**src/design/alu_pkg.sv**
```systemverilog
`default_nettype none

package alu_pkg;

	// ============================================================
	// sizes
	// ============================================================

	localparam int WIDTH   = 32; // operand width of one lane
	localparam int LANES   = 4;  // lanes sharing one opcode
	localparam int LATENCY = 3;  // in_valid to out_valid, in cycles

	// ============================================================
	// opcodes
	// ============================================================

	typedef enum logic [2:0] {
		ADD = 3'd0, // a + b
		SUB = 3'd1, // a + ~b + 1
		SEQ = 3'd2, // set if a == b
		SNE = 3'd3, // set if a != b
		SLT = 3'd4, // set if a < b, unsigned
		SGT = 3'd5, // set if a > b, unsigned
		SLE = 3'd6, // set if a <= b, unsigned
		SGE = 3'd7  // set if a >= b, unsigned
	} alu_op_e;

	// ============================================================
	// set conditions seen by a lane
	// ============================================================

	// all set conditions come from the subtractor's sum and carry-out
	typedef enum logic [2:0] {
		COND_NONE = 3'd0, // plain sum goes out
		COND_EQ   = 3'd1, // sum is zero
		COND_NE   = 3'd2, // sum is not zero
		COND_LT   = 3'd3, // carry clear
		COND_GT   = 3'd4, // carry set and sum not zero
		COND_LE   = 3'd5, // carry clear or sum zero
		COND_GE   = 3'd6  // carry set
	} cmp_cond_e;

endpackage

`default_nettype wire

```
**src/design/lane_if.sv**
```systemverilog
`timescale 1ns/1ps
`default_nettype none

interface lane_if;
	import alu_pkg::*;

	// request, from the dispatcher
	logic             req_valid;
	logic             sub;       // invert b and carry in a one
	cmp_cond_e        cond;
	logic [WIDTH-1:0] a;
	logic [WIDTH-1:0] b;

	// result, from the lane
	logic             res_valid; // one cycle after req_valid
	logic [WIDTH-1:0] result;
	logic             cout;

	modport disp (
		output req_valid, sub, cond, a, b
	);

	modport lane (
		input  req_valid, sub, cond, a, b,
		output res_valid, result, cout
	);

	modport coll (
		input res_valid, result, cout
	);

endinterface

`default_nettype wire

```
**src/design/alu_array_top.sv**
```systemverilog
`timescale 1ns/1ps
`default_nettype none

module alu_array_top (
	input  logic                                     clk,
	input  logic                                     arst_n,
	input  logic                                     in_valid,
	input  alu_pkg::alu_op_e                         op,
	input  logic [alu_pkg::LANES*alu_pkg::WIDTH-1:0] a_bus,
	input  logic [alu_pkg::LANES*alu_pkg::WIDTH-1:0] b_bus,
	output logic                                     out_valid,
	output logic [alu_pkg::LANES*alu_pkg::WIDTH-1:0] result_bus,
	output logic [alu_pkg::LANES-1:0]                carry_bus,
	output logic [alu_pkg::LANES-1:0]                zero_bus
);
	import alu_pkg::*;

	lane_if lane_bus [LANES] (); // one request/result channel per lane

	// ============================================================
	// dispatch, lanes, collect
	// ============================================================

	op_dispatch u_dispatch (
		.clk      (clk),
		.arst_n   (arst_n),
		.in_valid (in_valid),
		.op       (op),
		.a_bus    (a_bus),
		.b_bus    (b_bus),
		.lanes    (lane_bus)
	);

	genvar i;
	generate
		for (i = 0; i < LANES; i++)
		begin : g_lane
			alu_lane u_lane (
				.clk    (clk),
				.arst_n (arst_n),
				.port   (lane_bus[i])
			);
		end
	endgenerate

	result_collect u_collect (
		.clk        (clk),
		.arst_n     (arst_n),
		.lanes      (lane_bus),
		.out_valid  (out_valid),
		.result_bus (result_bus),
		.carry_bus  (carry_bus),
		.zero_bus   (zero_bus)
	);

endmodule

`default_nettype wire

```
**src/design/alu_lane.sv**
```systemverilog
`timescale 1ns/1ps
`default_nettype none

module alu_lane (
	input  logic clk,
	input  logic arst_n,
	lane_if.lane port
);
	import alu_pkg::*;

	logic [WIDTH-1:0] b_eff;    // b, or ~b when subtracting
	logic [WIDTH-1:0] sum;
	logic [WIDTH:0]   carry;    // carry[0] is the carry in
	logic             sum_zero;
	logic             set_bit;
	logic             use_set;
	logic [WIDTH-1:0] lane_res;

	// ============================================================
	// ripple carry adder / subtractor
	// ============================================================

	assign b_eff    = port.sub ? ~port.b : port.b;
	assign carry[0] = port.sub; // the +1 of two's complement

	genvar i;
	generate
		for (i = 0; i < WIDTH; i++)
		begin : g_bit
			// full adder cell
			assign sum[i]     = port.a[i] ^ b_eff[i] ^ carry[i];
			assign carry[i+1] = (port.a[i] & b_eff[i])
				| (port.a[i] & carry[i])
				| (b_eff[i] & carry[i]);
		end
	endgenerate

	assign sum_zero = (sum == '0);

	// ============================================================
	// set compare
	// ============================================================

	// with sub set, carry out means a >= b unsigned and a zero sum means a == b
	always_comb
	begin
		set_bit = 1'b0;
		use_set = 1'b1;
		case (port.cond)
			COND_EQ: set_bit = sum_zero;
			COND_NE: set_bit = ~sum_zero;
			COND_LT: set_bit = ~carry[WIDTH];
			COND_GT: set_bit = carry[WIDTH] & ~sum_zero;
			COND_LE: set_bit = ~carry[WIDTH] | sum_zero;
			COND_GE: set_bit = carry[WIDTH];
			default: use_set = 1'b0; // COND_NONE
		endcase
		lane_res = use_set ? {{(WIDTH-1){1'b0}}, set_bit} : sum;
	end

	// ============================================================
	// result register
	// ============================================================

	always_ff @(posedge clk or negedge arst_n)
	begin
		if (!arst_n)
		begin
			port.res_valid <= 1'b0;
			port.result    <= '0;
			port.cout      <= 1'b0;
		end
		else
		begin
			port.res_valid <= port.req_valid;
			if (port.req_valid)
			begin
				port.result <= lane_res;
				port.cout   <= carry[WIDTH]; // raw carry, kept for set ops too
			end
		end
	end

endmodule

`default_nettype wire

```
**src/design/op_dispatch.sv**
```systemverilog
`timescale 1ns/1ps
`default_nettype none

module op_dispatch (
	input  logic                                     clk,
	input  logic                                     arst_n,
	input  logic                                     in_valid,
	input  alu_pkg::alu_op_e                         op,
	input  logic [alu_pkg::LANES*alu_pkg::WIDTH-1:0] a_bus,
	input  logic [alu_pkg::LANES*alu_pkg::WIDTH-1:0] b_bus,
	lane_if.disp                                     lanes [alu_pkg::LANES]
);
	import alu_pkg::*;

	logic      sub_d;
	cmp_cond_e cond_d;

	// ============================================================
	// opcode decode, shared by every lane
	// ============================================================

	always_comb
	begin
		sub_d  = 1'b1; // everything but ADD runs the subtractor
		cond_d = COND_NONE;
		case (op)
			ADD:
			begin
				sub_d  = 1'b0;
				cond_d = COND_NONE;
			end
			SUB:     cond_d = COND_NONE;
			SEQ:     cond_d = COND_EQ;
			SNE:     cond_d = COND_NE;
			SLT:     cond_d = COND_LT;
			SGT:     cond_d = COND_GT;
			SLE:     cond_d = COND_LE;
			SGE:     cond_d = COND_GE;
			default: cond_d = COND_NONE;
		endcase
	end

	// ============================================================
	// request registers, one set per lane
	// ============================================================

	genvar i;
	generate
		for (i = 0; i < LANES; i++)
		begin : g_req
			always_ff @(posedge clk or negedge arst_n)
			begin
				if (!arst_n)
				begin
					lanes[i].req_valid <= 1'b0;
					lanes[i].sub       <= 1'b0;
					lanes[i].cond      <= COND_NONE;
					lanes[i].a         <= '0;
					lanes[i].b         <= '0;
				end
				else
				begin
					lanes[i].req_valid <= in_valid;
					if (in_valid)
					begin
						lanes[i].sub  <= sub_d;
						lanes[i].cond <= cond_d;
						lanes[i].a    <= a_bus[i*WIDTH +: WIDTH]; // lane 0 in the low bits
						lanes[i].b    <= b_bus[i*WIDTH +: WIDTH];
					end
				end
			end
		end
	endgenerate

endmodule

`default_nettype wire

```
**src/design/result_collect.sv**
```systemverilog
`timescale 1ns/1ps
`default_nettype none

module result_collect (
	input  logic                                     clk,
	input  logic                                     arst_n,
	lane_if.coll                                     lanes [alu_pkg::LANES],
	output logic                                     out_valid,
	output logic [alu_pkg::LANES*alu_pkg::WIDTH-1:0] result_bus,
	output logic [alu_pkg::LANES-1:0]                carry_bus,
	output logic [alu_pkg::LANES-1:0]                zero_bus
);
	import alu_pkg::*;

	logic [WIDTH-1:0] res_w [LANES];
	logic             res_v [LANES];
	logic             cout_w [LANES];

	// flatten the interface array so one process can pack it
	genvar i;
	generate
		for (i = 0; i < LANES; i++)
		begin : g_tap
			assign res_w[i]  = lanes[i].result;
			assign res_v[i]  = lanes[i].res_valid;
			assign cout_w[i] = lanes[i].cout;
		end
	endgenerate

	// ============================================================
	// output registers
	// ============================================================

	always_ff @(posedge clk or negedge arst_n)
	begin
		if (!arst_n)
		begin
			out_valid  <= 1'b0;
			result_bus <= '0;
			carry_bus  <= '0;
			zero_bus   <= '0;
		end
		else
		begin
			out_valid <= res_v[0]; // lanes move in lockstep
			for (int n = 0; n < LANES; n++)
			begin
				if (res_v[n])
				begin
					result_bus[n*WIDTH +: WIDTH] <= res_w[n];
					carry_bus[n]                 <= cout_w[n];
					zero_bus[n]                  <= (res_w[n] == '0);
				end
			end
		end
	end

endmodule

`default_nettype wire

```
**config.mk**
```make
export PLATFORM = sky130hd
export DESIGN_NAME = alu_array_top
export DESIGN_NICKNAME = d
export VERILOG_FILES = /design/src/design/alu_pkg.sv /design/src/design/lane_if.sv /design/src/design/alu_array_top.sv /design/src/design/alu_lane.sv /design/src/design/op_dispatch.sv /design/src/design/result_collect.sv
export SDC_FILE = /design/constraint.sdc
export NUM_CORES = 1
export LEC_CHECK = 0
export ABC_AREA = 1
export BUFFER_PORTS_ARGS = -buffer_cell sky130_fd_sc_hd__buf_2
export CAP_MARGIN = 15
export CORE_UTILIZATION = 61
export DETAILED_ROUTE_END_ITERATION = 6
export PLACE_DENSITY = 0.85
export SYNTH_ARGS = -nofsm -noshare
export SYNTH_HDL_FRONTEND = slang
export SYNTH_SLANG_ARGS = --single-unit
export TNS_END_PERCENT = 30
```
**constraint.sdc**
```tcl
create_clock -name clk -period 35.7 [get_ports clk]
set_clock_uncertainty 0.2 [all_clocks]
set_input_delay 3.57 -clock clk [delete_from_list [all_inputs] [get_ports clk]]
set_output_delay 3.57 -clock clk [all_outputs]
set_load 0.01 [all_outputs]
```
Word-level counts from Yosys, hierarchy flattened
Cells that the tools add are included.
{"block": "classes", "reduce_logical": 11, "n_mux": 15, "n_eq_ne": 13, "bitwise_logic": 916}
{"cell": "1-bit AND", "count": 388}
{"cell": "1-bit OR", "count": 260}
{"cell": "32-bit zero test", "count": 8}
{"cell": "32-bit 2-to-1 mux", "count": 8}
{"cell": "1-bit bitwise XOR", "count": 256}
{"cell": "32-bit inverter", "count": 4}
{"cell": "1-bit one-hot mux with 6 select lines", "count": 4}
{"cell": "3-bit == test, second input constant", "count": 7}
{"cell": "3-bit one-hot mux with 7 select lines", "count": 1}
{"cell": "3-bit by 2-bit == test with 1-bit output, second input constant", "count": 4}
{"cell": "1-bit inverter", "count": 8}
{"cell": "3-bit by 1-bit == test with 1-bit output, second input constant", "count": 2}
{"cell": "6-bit OR reduction", "count": 1}
{"cell": "3-bit zero test", "count": 1}
{"cell": "1-bit 2-to-1 mux", "count": 2}
{"cell": "2-bit OR reduction", "count": 1}
{"block": "word_totals", "reg_bits": 531, "word_cells": 979, "output_inout_bits": 137, "inputBits": 262}

Logic depth before layout (Yosys ltp)
Gate-level depths: netlist of the first run.
{"block": "depth", "ltp_word": 102, "depth_mapped": 49, "mapped_depth_nobuf": 48}

By module
From an unflattened synthesis of the first run, not the netlist that was laid out.
{"block": "unflattened", "cells_unflattened": 2905, "hier_area_um2": 25786.0}
{"mod": "op_dispatch", "cells_each": 1121, "n_inst": 1, "area_per_inst_um2": 10034.6, "seq_area_each_um2": 6531.3}
{"mod": "result_collect", "cells_each": 682, "n_inst": 1, "area_per_inst_um2": 5656.7, "seq_area_each_um2": 3428.3}
{"mod": "alu_lane at g_lane[3].u_lane", "cells_each": 276, "n_inst": 1, "area_per_inst_um2": 2536.2, "seq_area_each_um2": 850.8}
{"mod": "alu_lane at g_lane[2].u_lane", "cells_each": 276, "n_inst": 1, "area_per_inst_um2": 2531.2, "seq_area_each_um2": 850.8}
{"mod": "alu_lane at g_lane[1].u_lane", "cells_each": 275, "n_inst": 1, "area_per_inst_um2": 2516.2, "seq_area_each_um2": 850.8}
{"mod": "alu_lane at g_lane[0].u_lane", "cells_each": 275, "n_inst": 1, "area_per_inst_um2": 2511.2, "seq_area_each_um2": 850.8}

Worst setup path after synthesis of the first run
Ideal clock, no wire load.
{"block": "synth_timing", "path_kind": "register to register", "from": "reg u_dispatch.lanes[0].sub (netlist name)", "to": "reg g_lane[1].u_lane.port.result[0]", "t_required_ps": 35384, "path_slack_ps": 20949, "n_path_buf": 3, "synth_period_minus_slack_ps": 14751, "arrival_ps": 14434, "stages_incl_launch_ff": 49, "setup_ps": 116, "path_cell_list": "dfrtp_1 > clkbuf_1 > buf_2 > buf_2 > o21ai_0 > fa_1 > inv_1 > fa_1 > fa_1 > fa_1 > fa_1 > fa_1 > fa_1 > fa_1 > fa_1 > fa_1 > fa_1 > fa_1 > (+13 left out) > fa_1 > fa_1 > fa_1 > fa_1 > inv_1 > fa_1 > inv_1 > fa_1 > nor2_1 > inv_1 > nor2_1 > nand3_1 > nor2_1 > a21oi_1 > nor2_1 > nand2_1 > nand2_1 > nand2_1"}
{"element": "end signal: assignment", "line": "alu_lane.sv:78", "source": "port.result <= lane_res;"}
{"element": "end: declaration", "line": "lane_if.sv:25", "source": "output res_valid, result, cout"}

==> impl_metrics.env, run 1 <==
export IMPL_worstPathRequired_ns=35.99
export IMPL_fillCellCount=2890
export IMPL_finish_utilization_pct=72.2
export IMPL_avgViaCountPerCell=5.45
export IMPL_syn_avg_cell_area_sq_um=9.17
export IMPL_grt_setup_unrepaired="no"
export IMPL_clockBufferDepth=3
export IMPL_start_kind="flop"
export IMPL_htree_levels=2
export IMPL_yosysUniqueCellTypes=29
export IMPL_layout_commonest_cell="nand2_1"
export IMPL_yosysTopAreaCellShare_pct=53.3
export IMPL_power_density_nw_per_um2=62.3
export IMPL_finalMaxSlewViolations=0
export IMPL_place_congestion=0.958
export IMPL_finalCritPeriodShare_pct=45.8
export IMPL_grt_overflow=0
export IMPL_fmax_mhz=61.1
export IMPL_syn_nets=3106
export IMPL_grtUsageTotal_pct=31.9
export IMPL_synth_area_sq_um=24900
export IMPL_cts_sinks=531
export IMPL_fp_dieW_um=204
export IMPL_peakVddDrop_v=0.0000409
export IMPL_nNetsFinal=3431
export IMPL_drt_iter0_drc=1583
export IMPL_num_rows=73
export IMPL_setup_violations=0
export IMPL_cts_clk_slew_worst_paths_ns=0.06
export IMPL_cts_tree="yes"
export IMPL_antenna_found_initial=1
export IMPL_grt_max_degree=187
export IMPL_yosys_top_cells_area="dfrtp_1, nand2_1, fa_1"
export IMPL_setup_tns_ns=0
export IMPL_drc=0
export IMPL_fin_total_pwr_mw=1.80
export IMPL_path_class="reg -> reg"
export IMPL_status="completed"
export IMPL_relSlewSlack_pct=26.0
export IMPL_clock_latency_ns=0.60
export IMPL_tightest_slew_ns=1.11
export IMPL_finalHoldViolCount=0
export IMPL_slowest_stage="dfrtp_4"
export IMPL_r2r_setup_slack_ns=19.34
export IMPL_syn2layout_area_growth_pct=15.8
export IMPL_vias=19700
export IMPL_postCtsSetupBuffers=0
export IMPL_synth_cells=2720
export IMPL_clock_root_buffer="clkbuf_16"
export IMPL_drv_cap=0
export IMPL_ant_nets=0
export IMPL_multi_input_area_sq_um=10400
export IMPL_drive_gt1_share_pct=16.8
export IMPL_layout_common_cells="nand2_1, dfrtp_1, buf_2"
export IMPL_path_common_cell="fa_1"
export IMPL_start_util_pct=62.4
export IMPL_ios=399
export IMPL_portBuffers=398
export IMPL_min_path_cells=2
export IMPL_ys_warn_count=0
export IMPL_ctsHoldBuffers=0
export IMPL_num_antenna_cells=0
export IMPL_dieArea_sq_um=41700
export IMPL_leakage_nw=15.0
export IMPL_crit_path_max_incr_delay_ns=1.04
export IMPL_seqCellArea_sq_um=13300
export IMPL_routed_wl_um=64900
export IMPL_endpoint_kind="flop"
export IMPL_cts_resized=0
export IMPL_holdCritPathClass="reg -> reg"
export IMPL_reg2reg_depth=46
export IMPL_crit_fanout=56
export IMPL_die_y_um=204
export IMPL_synth_seq_cells=531
export IMPL_wl_per_cell_um=18.0
export IMPL_firstDrtPassIters=6
export IMPL_synth_top_area_cell="dfrtp_1"
export IMPL_numCtsBuffers=54
export IMPL_dp_hpwl_um=45700
export IMPL_crit_arrival_ns=16.65
export IMPL_grt_pass1_vias=19600
export IMPL_period_minus_slack_ns=16.36
export IMPL_core_sq_um=40000
export IMPL_synth_seq_area_share_pct=53.3
export IMPL_grt_pass1_wl_um=103000
-- per-stage QoR --
step / instances / hold slack (ns) / area [sq um] / setup WS [ns]
2_1_floorplan: 2720 / 0.149 / 24900 / 20.95
3_3_place_gp: 3514 / 0.249 / 27100 / 19.68
3_5_place_dp: 3514 / 0.254 / 27100 / 19.36
4_1_cts: 3612 / 0.269 / 28900 / 19.32
5_1_grt: 3612 / 0.287 / 28900 / 18.70
6_report: 3612 / 0.266 / 28900 / 19.34
-- worst max-delay path, delay by kind of cell, from the launching register on --
kind / cells / cell delay, ns
buf+inv: 5 / 1.02
simple gates: 8 / 0.71
fa+ha+maj: 31 / 12.93
compound gates: 1 / 0.08
xor+xnor: 1 / 0.21
flops: 1 / 1.04
-- Yosys cell counts (all sizes together) --
cell type	n
o21ai	202
o22ai	1
o31ai	16
o21bai	1
nand3	128
nor2	109
or2	1
inv	160
clkbuf	99
xor2	118
nor4	23
a22oi	1
xnor2	9
dfrtp	531
nand2	1119
and2	1
nand4	15
nor3	10
fa	124
buf	45
a31oi	1
a21oi	6
-- report_power, final --
part           switching [mW]  internal (mW)  total [mW]
Clock                   0.234          0.336       0.571
Sequential             0.0717          0.701       0.773
Combinational           0.281          0.176       0.458
-- worst paths after layout --
check                                         start                               to
setup / recovery            u_dispatch.lanes[0].sub  g_lane[3].u_lane.port.result[0]
hold / removal             u_collect.result_bus[97]         u_collect.result_bus[97]
setup reg to reg            u_dispatch.lanes[0].sub  g_lane[3].u_lane.port.result[0]
hold reg to reg            u_collect.result_bus[97]         u_collect.result_bus[97]
max in group asynchronous                    arst_n         u_collect.result_bus[24]
min in group asynchronous                    arst_n        u_dispatch.lanes[1].b[16]
-- routing by layer --
metal | vias up | GRT usage (%) | share of wire (%)
li1 | 9117 | - | -
met1 | 9586 | 45.9 | 42
met2 | 792 | 48.9 | 47
met3 | 175 | 4.93 | 6.6
met4 | 0 | 13.6 | 4.3
met5 | - | 0 | 0
-- registers in the layout (all words and copies together), names as in the netlist --
name	cells
g_lane.u_lane.port.cout	4
g_lane.u_lane.port.res_valid	1
g_lane.u_lane.port.result	128
u_collect.carry_bus	4
u_collect.out_valid	1
u_collect.result_bus	128
u_collect.zero_bus	4
u_dispatch.lanes.a	128
u_dispatch.lanes.b	128
u_dispatch.lanes.cond	3
u_dispatch.lanes.req_valid	1
u_dispatch.lanes.sub	1
-- area by class of cell --
class / count / area share (%)
multi-input combinational: 1885 / 35.9
clock inverter: 18 / 0.580
clock buffer: 80 / 5.65
tap: 525 / 2.27
sequential: 531 / 46.0
timing repair buffer: 413 / 7.39
inverter: 160 / 2.12
-- cells by family (layout without fill, tap and decap cells) --
family          Yosys count  count (layout)  synth area share (%)
compound gates          228             228                  4.95
buf+inv                 304             671                  5.12
xor+xnor                127             127                  4.46
flops                   531             531                  53.3
simple gates           1406            1406                  22.3
fa+ha+maj               124             124                  9.95
(Power assumes the default switching activity.)
==> run 2, diff against run 1 <==
Settings changed: CORE_UTILIZATION 61 to 52, PLACE_DENSITY 0.85 to 0.77.
Clock period 35.7 ns to 13.4 ns, I/O delays scaled along.
==> impl_metrics.env, run 2 (synthesis results as in run 1) <==
export IMPL_status="finished with violations"
export IMPL_violations="setup timing"
export IMPL_path_class="reg -> reg"
export IMPL_p_sw_mw=1.61
export IMPL_final_area_sq_um=29800
export IMPL_slowest_stage="dfrtp_4"
export IMPL_worstHoldEndpoint="u_collect.result_bus[102]"
export IMPL_start_kind="flop"
export IMPL_fin_total_pwr_mw=5.00
export IMPL_syn2layout_area_growth_pct=19.4
export IMPL_die_y_um=221
export IMPL_wl_per_cell_um=17.9
export IMPL_placed_cell_area_sq_um=27700
export IMPL_finish_utilization_pct=63.4
export IMPL_cts_sinks=531
export IMPL_setup_ws_ns=-0.275
export IMPL_final_cell_count_no_fill=3733
export IMPL_holdCritPathClass="reg -> reg"
export IMPL_routed_wl_um=66800
export IMPL_grt_setup_unrepaired="yes"
export IMPL_antenna_found_initial=2
export IMPL_numCtsBuffers=56
export IMPL_dpl_cell_count=3624
export IMPL_tightest_slew_ns=1.05
export IMPL_layout_common_cells="nand2_1, dfrtp_1, buf_2"
export IMPL_crit_path_max_incr_delay_ns=0.50
export IMPL_reg2reg_to="g_lane[2].u_lane.port.result[0]"
export IMPL_grt_pass1_vias=19600
export IMPL_holdCritStartpoint="u_collect.result_bus[102]"
export IMPL_fillCellCount=3806
export IMPL_place_congestion=0.917
export IMPL_dieArea_sq_um=48800
export IMPL_portBuffers=398
export IMPL_fp_dieW_um=221
export IMPL_avgViaCountPerCell=5.21
export IMPL_reg2reg_depth=46
export IMPL_peakVddDrop_v=0.000115
export IMPL_hold_slack_ns=0.264
export IMPL_drv_cap=0
export IMPL_fmax_mhz=73.1
export IMPL_drt_iter0_drc=1506
export IMPL_relSlewSlack_pct=30.0
export IMPL_power_density_nw_per_um2=168
export IMPL_endpoint_kind="flop"
export IMPL_p_seq_share_pct=41.0
export IMPL_grt_max_degree=204
export IMPL_finalMaxSlewViolations=0
export IMPL_clock_root_buffer="clkbuf_16"
export IMPL_ios=399
export IMPL_cts_clk_slew_worst_paths_ns=0.06
export IMPL_leakage_nw=15.2
export IMPL_period_minus_slack_ns=13.68
export IMPL_layout_commonest_cell="nand2_1"
export IMPL_ant_nets=0
export IMPL_pwr_share_comb_pct=26.3
export IMPL_crit_fanout=4
export IMPL_drive_gt1_share_pct=21.7
export IMPL_num_rows=79
export IMPL_timing_rr_start="u_dispatch.lanes[0].sub"
export IMPL_path_common_cell="fa_2"
export IMPL_grt_pass1_wl_um=106000
export IMPL_r2r_setup_slack_ns=-0.28
export IMPL_cts_tree="yes"
export IMPL_clock_latency_ns=0.62
export IMPL_finalHoldViolCount=0
export IMPL_p_sw_share_pct=32.2
export IMPL_clockBufferDepth=3
export IMPL_firstDrtPassIters=5
export IMPL_grtUsageTotal_pct=27.7
export IMPL_setup_violations=4
export IMPL_vias=19500
export IMPL_htree_levels=2
export IMPL_ctsHoldBuffers=0
export IMPL_nNetsFinal=3465
export IMPL_core_sq_um=47000
export IMPL_dp_hpwl_um=47600
export IMPL_p_clk_share_pct=32.7
export IMPL_finalCritPeriodShare_pct=102
export IMPL_worstPathRequired_ns=13.71
export IMPL_p_int_mw=3.39
export IMPL_grt_overflow=0
export IMPL_crit_arrival_ns=13.99
export IMPL_drc=0
export IMPL_min_path_cells=2
export IMPL_start_util_pct=53.1
==> run 2: worst max path at each step <==
stage	start	endpoint	cells after the start
3_5_place_dp	u_dispatch.lanes[0].sub	g_lane[3].u_lane.port.result[0]	46
5_1_grt	u_dispatch.lanes[0].sub	g_lane[2].u_lane.port.result[0]	46
6_report	u_dispatch.lanes[0].sub	g_lane[2].u_lane.port.result[0]	46
4_1_cts	u_dispatch.lanes[0].sub	g_lane[3].u_lane.port.result[0]	47
3_3_place_gp	u_dispatch.lanes[0].sub	g_lane[3].u_lane.port.result[0]	46
2_1_floorplan	u_dispatch.lanes[0].sub	g_lane[1].u_lane.port.result[0]	48
==> run 2: layer usage <==
| layer | global-route usage (%) | wire length [um] |
|---|---|---|
| met4 | 10.6 | 2260 |
| met2 | 45.1 | 32100 |
| met3 | 4.26 | 3570 |
| met1 | 37.8 | 28900 |
| met5 | 0 | 13 |
==> run 2: cell type report <==
type,count,area (sq um),area share [%]
Antenna cell,2,5.00,0.0168
Clock buffer,81,1650,5.53
Clock inverter,22,315,1.06
Inverter,160,613,2.06
Multi-Input combinational cell,1885,10700,36.0
Sequential cell,531,13300,44.7
Tap cell,607,759,2.55
Timing Repair Buffer,445,2420,8.13
==> run 2: timing repair <==
item / 4_1_cts / 5_1_grt
endpoints found under the hold margin: 0 / 0
pin swaps: 4 / 5
endpoints found under the setup margin: 4 / 10
resized for setup: 17 / 9
buffers inserted: 3 / 0
==> run 2: power by group through the flow <==
stage	sequential, mW	clock [mW]	combinational (mW)
floorplan	2.07	0	0.749
global placement	2.06	0	1.24
detailed placement	2.08	0	1.28
CTS	2.05	1.66	1.31
global route	2.08	1.72	1.46
finish	2.05	1.64	1.31
==> run 2: worst max-delay path: cells and delay by family, from the launching register on <==
family,cells,cell delay (ns)
adders and majority gates,30,11.25
xor gates and xnor gates,1,0.18
DFF,1,0.50
and+or+nand+nor,10,0.85
buffers and inverters,5,0.58
==> run 2: through the flow <==
stage               setup TNS (ns)  worst slack, ns
floorplan                        0           0.0124
global placement             -1.05           -0.331
detailed placement           -1.77           -0.510
CTS                          -1.24           -0.346
global route                 -2.89           -0.731
finish                      -0.929           -0.275
==> run 3, diff against run 2 <==
Settings changed: CTS_BUF_LIST set to sky130_fd_sc_hd__clkbuf_16, RECOVER_POWER set to 25.
==> impl_metrics.env, run 3 (synthesis results as in run 1) <==
export IMPL_syn2layout_area_growth_pct=18.7
export IMPL_grt_pass1_vias=19600
export IMPL_power_density_nw_per_um2=167
export IMPL_gr_usage_met3_pct=4.28
export IMPL_relSlewSlack_pct=-427
export IMPL_setup_tns_ns=-0.916
export IMPL_setup_violations=4
export IMPL_dieArea_sq_um=48800
export IMPL_final_cell_count_no_fill=3733
export IMPL_r2r_setup_slack_ns=-0.27
export IMPL_multi_input_area_sq_um=10700
export IMPL_grt_setup_unrepaired="yes"
export IMPL_drt_iter0_drc=1575
export IMPL_core_sq_um=47000
export IMPL_cts_clk_slew_worst_paths_ns=0.06
export IMPL_leakage_nw=15.1
export IMPL_htree_levels=2
export IMPL_finalCritPeriodShare_pct=102
export IMPL_fp_dieW_um=221
export IMPL_place_congestion=0.917
export IMPL_status="finished with violations"
export IMPL_wl_per_cell_um=17.9
export IMPL_portBuffers=398
export IMPL_path_class="reg -> reg"
export IMPL_clockBufferDepth=3
export IMPL_fillCellCount=3847
export IMPL_die_y_um=221
export IMPL_seqCellArea_sq_um=13300
export IMPL_placed_cell_area_sq_um=27700
export IMPL_path_delay_family="adder cells"
export IMPL_crit_fanout=4
export IMPL_holdCritStartpoint="u_collect.result_bus[102]"
export IMPL_ctsHoldBuffers=0
export IMPL_numCtsBuffers=56
export IMPL_finalHoldViolCount=0
export IMPL_start_util_pct=53.1
export IMPL_routed_wl_um=66700
export IMPL_fin_total_pwr_mw=4.94
export IMPL_cts_tree="yes"
export IMPL_grt_pass1_wl_um=106000
export IMPL_ant_nets=0
export IMPL_dpl_cell_count=3624
export IMPL_grt_max_degree=204
export IMPL_peakVddDrop_v=0.000114
export IMPL_final_area_sq_um=29600
export IMPL_worstPathRequired_ns=13.71
export IMPL_holdCritPathClass="reg -> reg"
export IMPL_clock_latency_ns=0.62
export IMPL_finalMaxSlewViolations=863
export IMPL_nNetsFinal=3466
export IMPL_hold_slack_ns=0.264
export IMPL_dpl_worst_slack_ns=-0.510
export IMPL_ios=399
export IMPL_antenna_found_initial=1
export IMPL_cp_num_buf_inv=5
export IMPL_start_kind="flop"
export IMPL_clock_root_buffer="clkbuf_16"
export IMPL_setup_ws_ns=-0.266
export IMPL_drv_cap=8
export IMPL_grtUsageTotal_pct=27.7
export IMPL_use_met1_pct=37.8
export IMPL_cts_sinks=531
export IMPL_slowest_stage="dfrtp_4"
export IMPL_dp_hpwl_um=47600
export IMPL_path_common_cell="fa_2"
export IMPL_finish_utilization_pct=63.1
export IMPL_violations="capacitance limit, slew limit, setup timing"
export IMPL_period_minus_slack_ns=13.67
export IMPL_drive_gt1_share_pct=21.2
export IMPL_timing_rr_start="u_dispatch.lanes[0].sub"
export IMPL_grt_overflow=0
export IMPL_fmax_mhz=73.2
export IMPL_worstHoldEndpoint="u_collect.result_bus[102]"
export IMPL_crit_arrival_ns=13.98
export IMPL_avgViaCountPerCell=5.21
export IMPL_tightest_slew_ns=7.90
export IMPL_grt_busiest_layer="met2"
export IMPL_drc=0
export IMPL_reg2reg_depth=46
export IMPL_reg2reg_to="g_lane[2].u_lane.port.result[0]"
export IMPL_layout_common_cells="nand2_1, dfrtp_1, buf_2"
export IMPL_cp_depth=46
export IMPL_met2_usage_pct=45.1
export IMPL_vias=19400
export IMPL_num_rows=79
export IMPL_endpoint_kind="flop"
export IMPL_crit_path_max_incr_delay_ns=0.50
export IMPL_min_path_cells=2
export IMPL_firstDrtPassIters=5
export IMPL_layout_commonest_cell="nand2_1"
run 3: cell count changes in the layout (fill, tap and decap cells not counted), sizes merged:
cell,delta
clkinvlp,+2
buf,-4
diode,-1
clkbuf,-18
inv,+10
clkinv,+11
run 3: cell type report:
| cell class | instances | share of cell area [%] |
|---|---|---|
| antenna | 1 | 0.00845 |
| clock buffer | 58 | 4.90 |
| clock inverter | 45 | 1.36 |
| inverter | 160 | 2.05 |
| multi-input combinational | 1885 | 36.2 |
| sequential | 531 | 44.9 |
| tap | 607 | 2.57 |
| timing repair buffer | 446 | 8.04 |
run 3: worst register-to-register path, delay by kind of cell (launching register included):
family                     cells  cell delay [ns]
and+or+nand+nor               10             0.83
buffers and inverters          5             0.57
adders and majority gates     30            11.25
DFF                            1             0.50
xor gates and xnor gates       1             0.18
run 3: where the power goes:
group          switching, mW  internal (mW)
combinational          0.776          0.549
sequential             0.183           1.87
clock                  0.646          0.915
run 3: how the worst max path moves through the flow:
stage,from,to
after CTS,u_dispatch.lanes[0].sub,g_lane[3].u_lane.port.result[0]
final,u_dispatch.lanes[0].sub,g_lane[2].u_lane.port.result[0]
after detailed placement,u_dispatch.lanes[0].sub,g_lane[3].u_lane.port.result[0]
after global routing,u_dispatch.lanes[0].sub,g_lane[1].u_lane.port.result[0]
after floorplan,u_dispatch.lanes[0].sub,g_lane[1].u_lane.port.result[0]
after global placement,u_dispatch.lanes[0].sub,g_lane[3].u_lane.port.result[0]
run 3: timing repair:
item                       4_1_cts  5_1_grt
setup buffers                    3        0
setup endpoints to repair        4       10
pin swaps                        5        1
gates resized for setup         18        8
run 3: per-layer routing:
layer,up-vias,part of all wire [%]
met4,2,3.5
li1,9164,-
met5,-,0.019
met1,9525,43
met3,138,5.3
met2,615,48
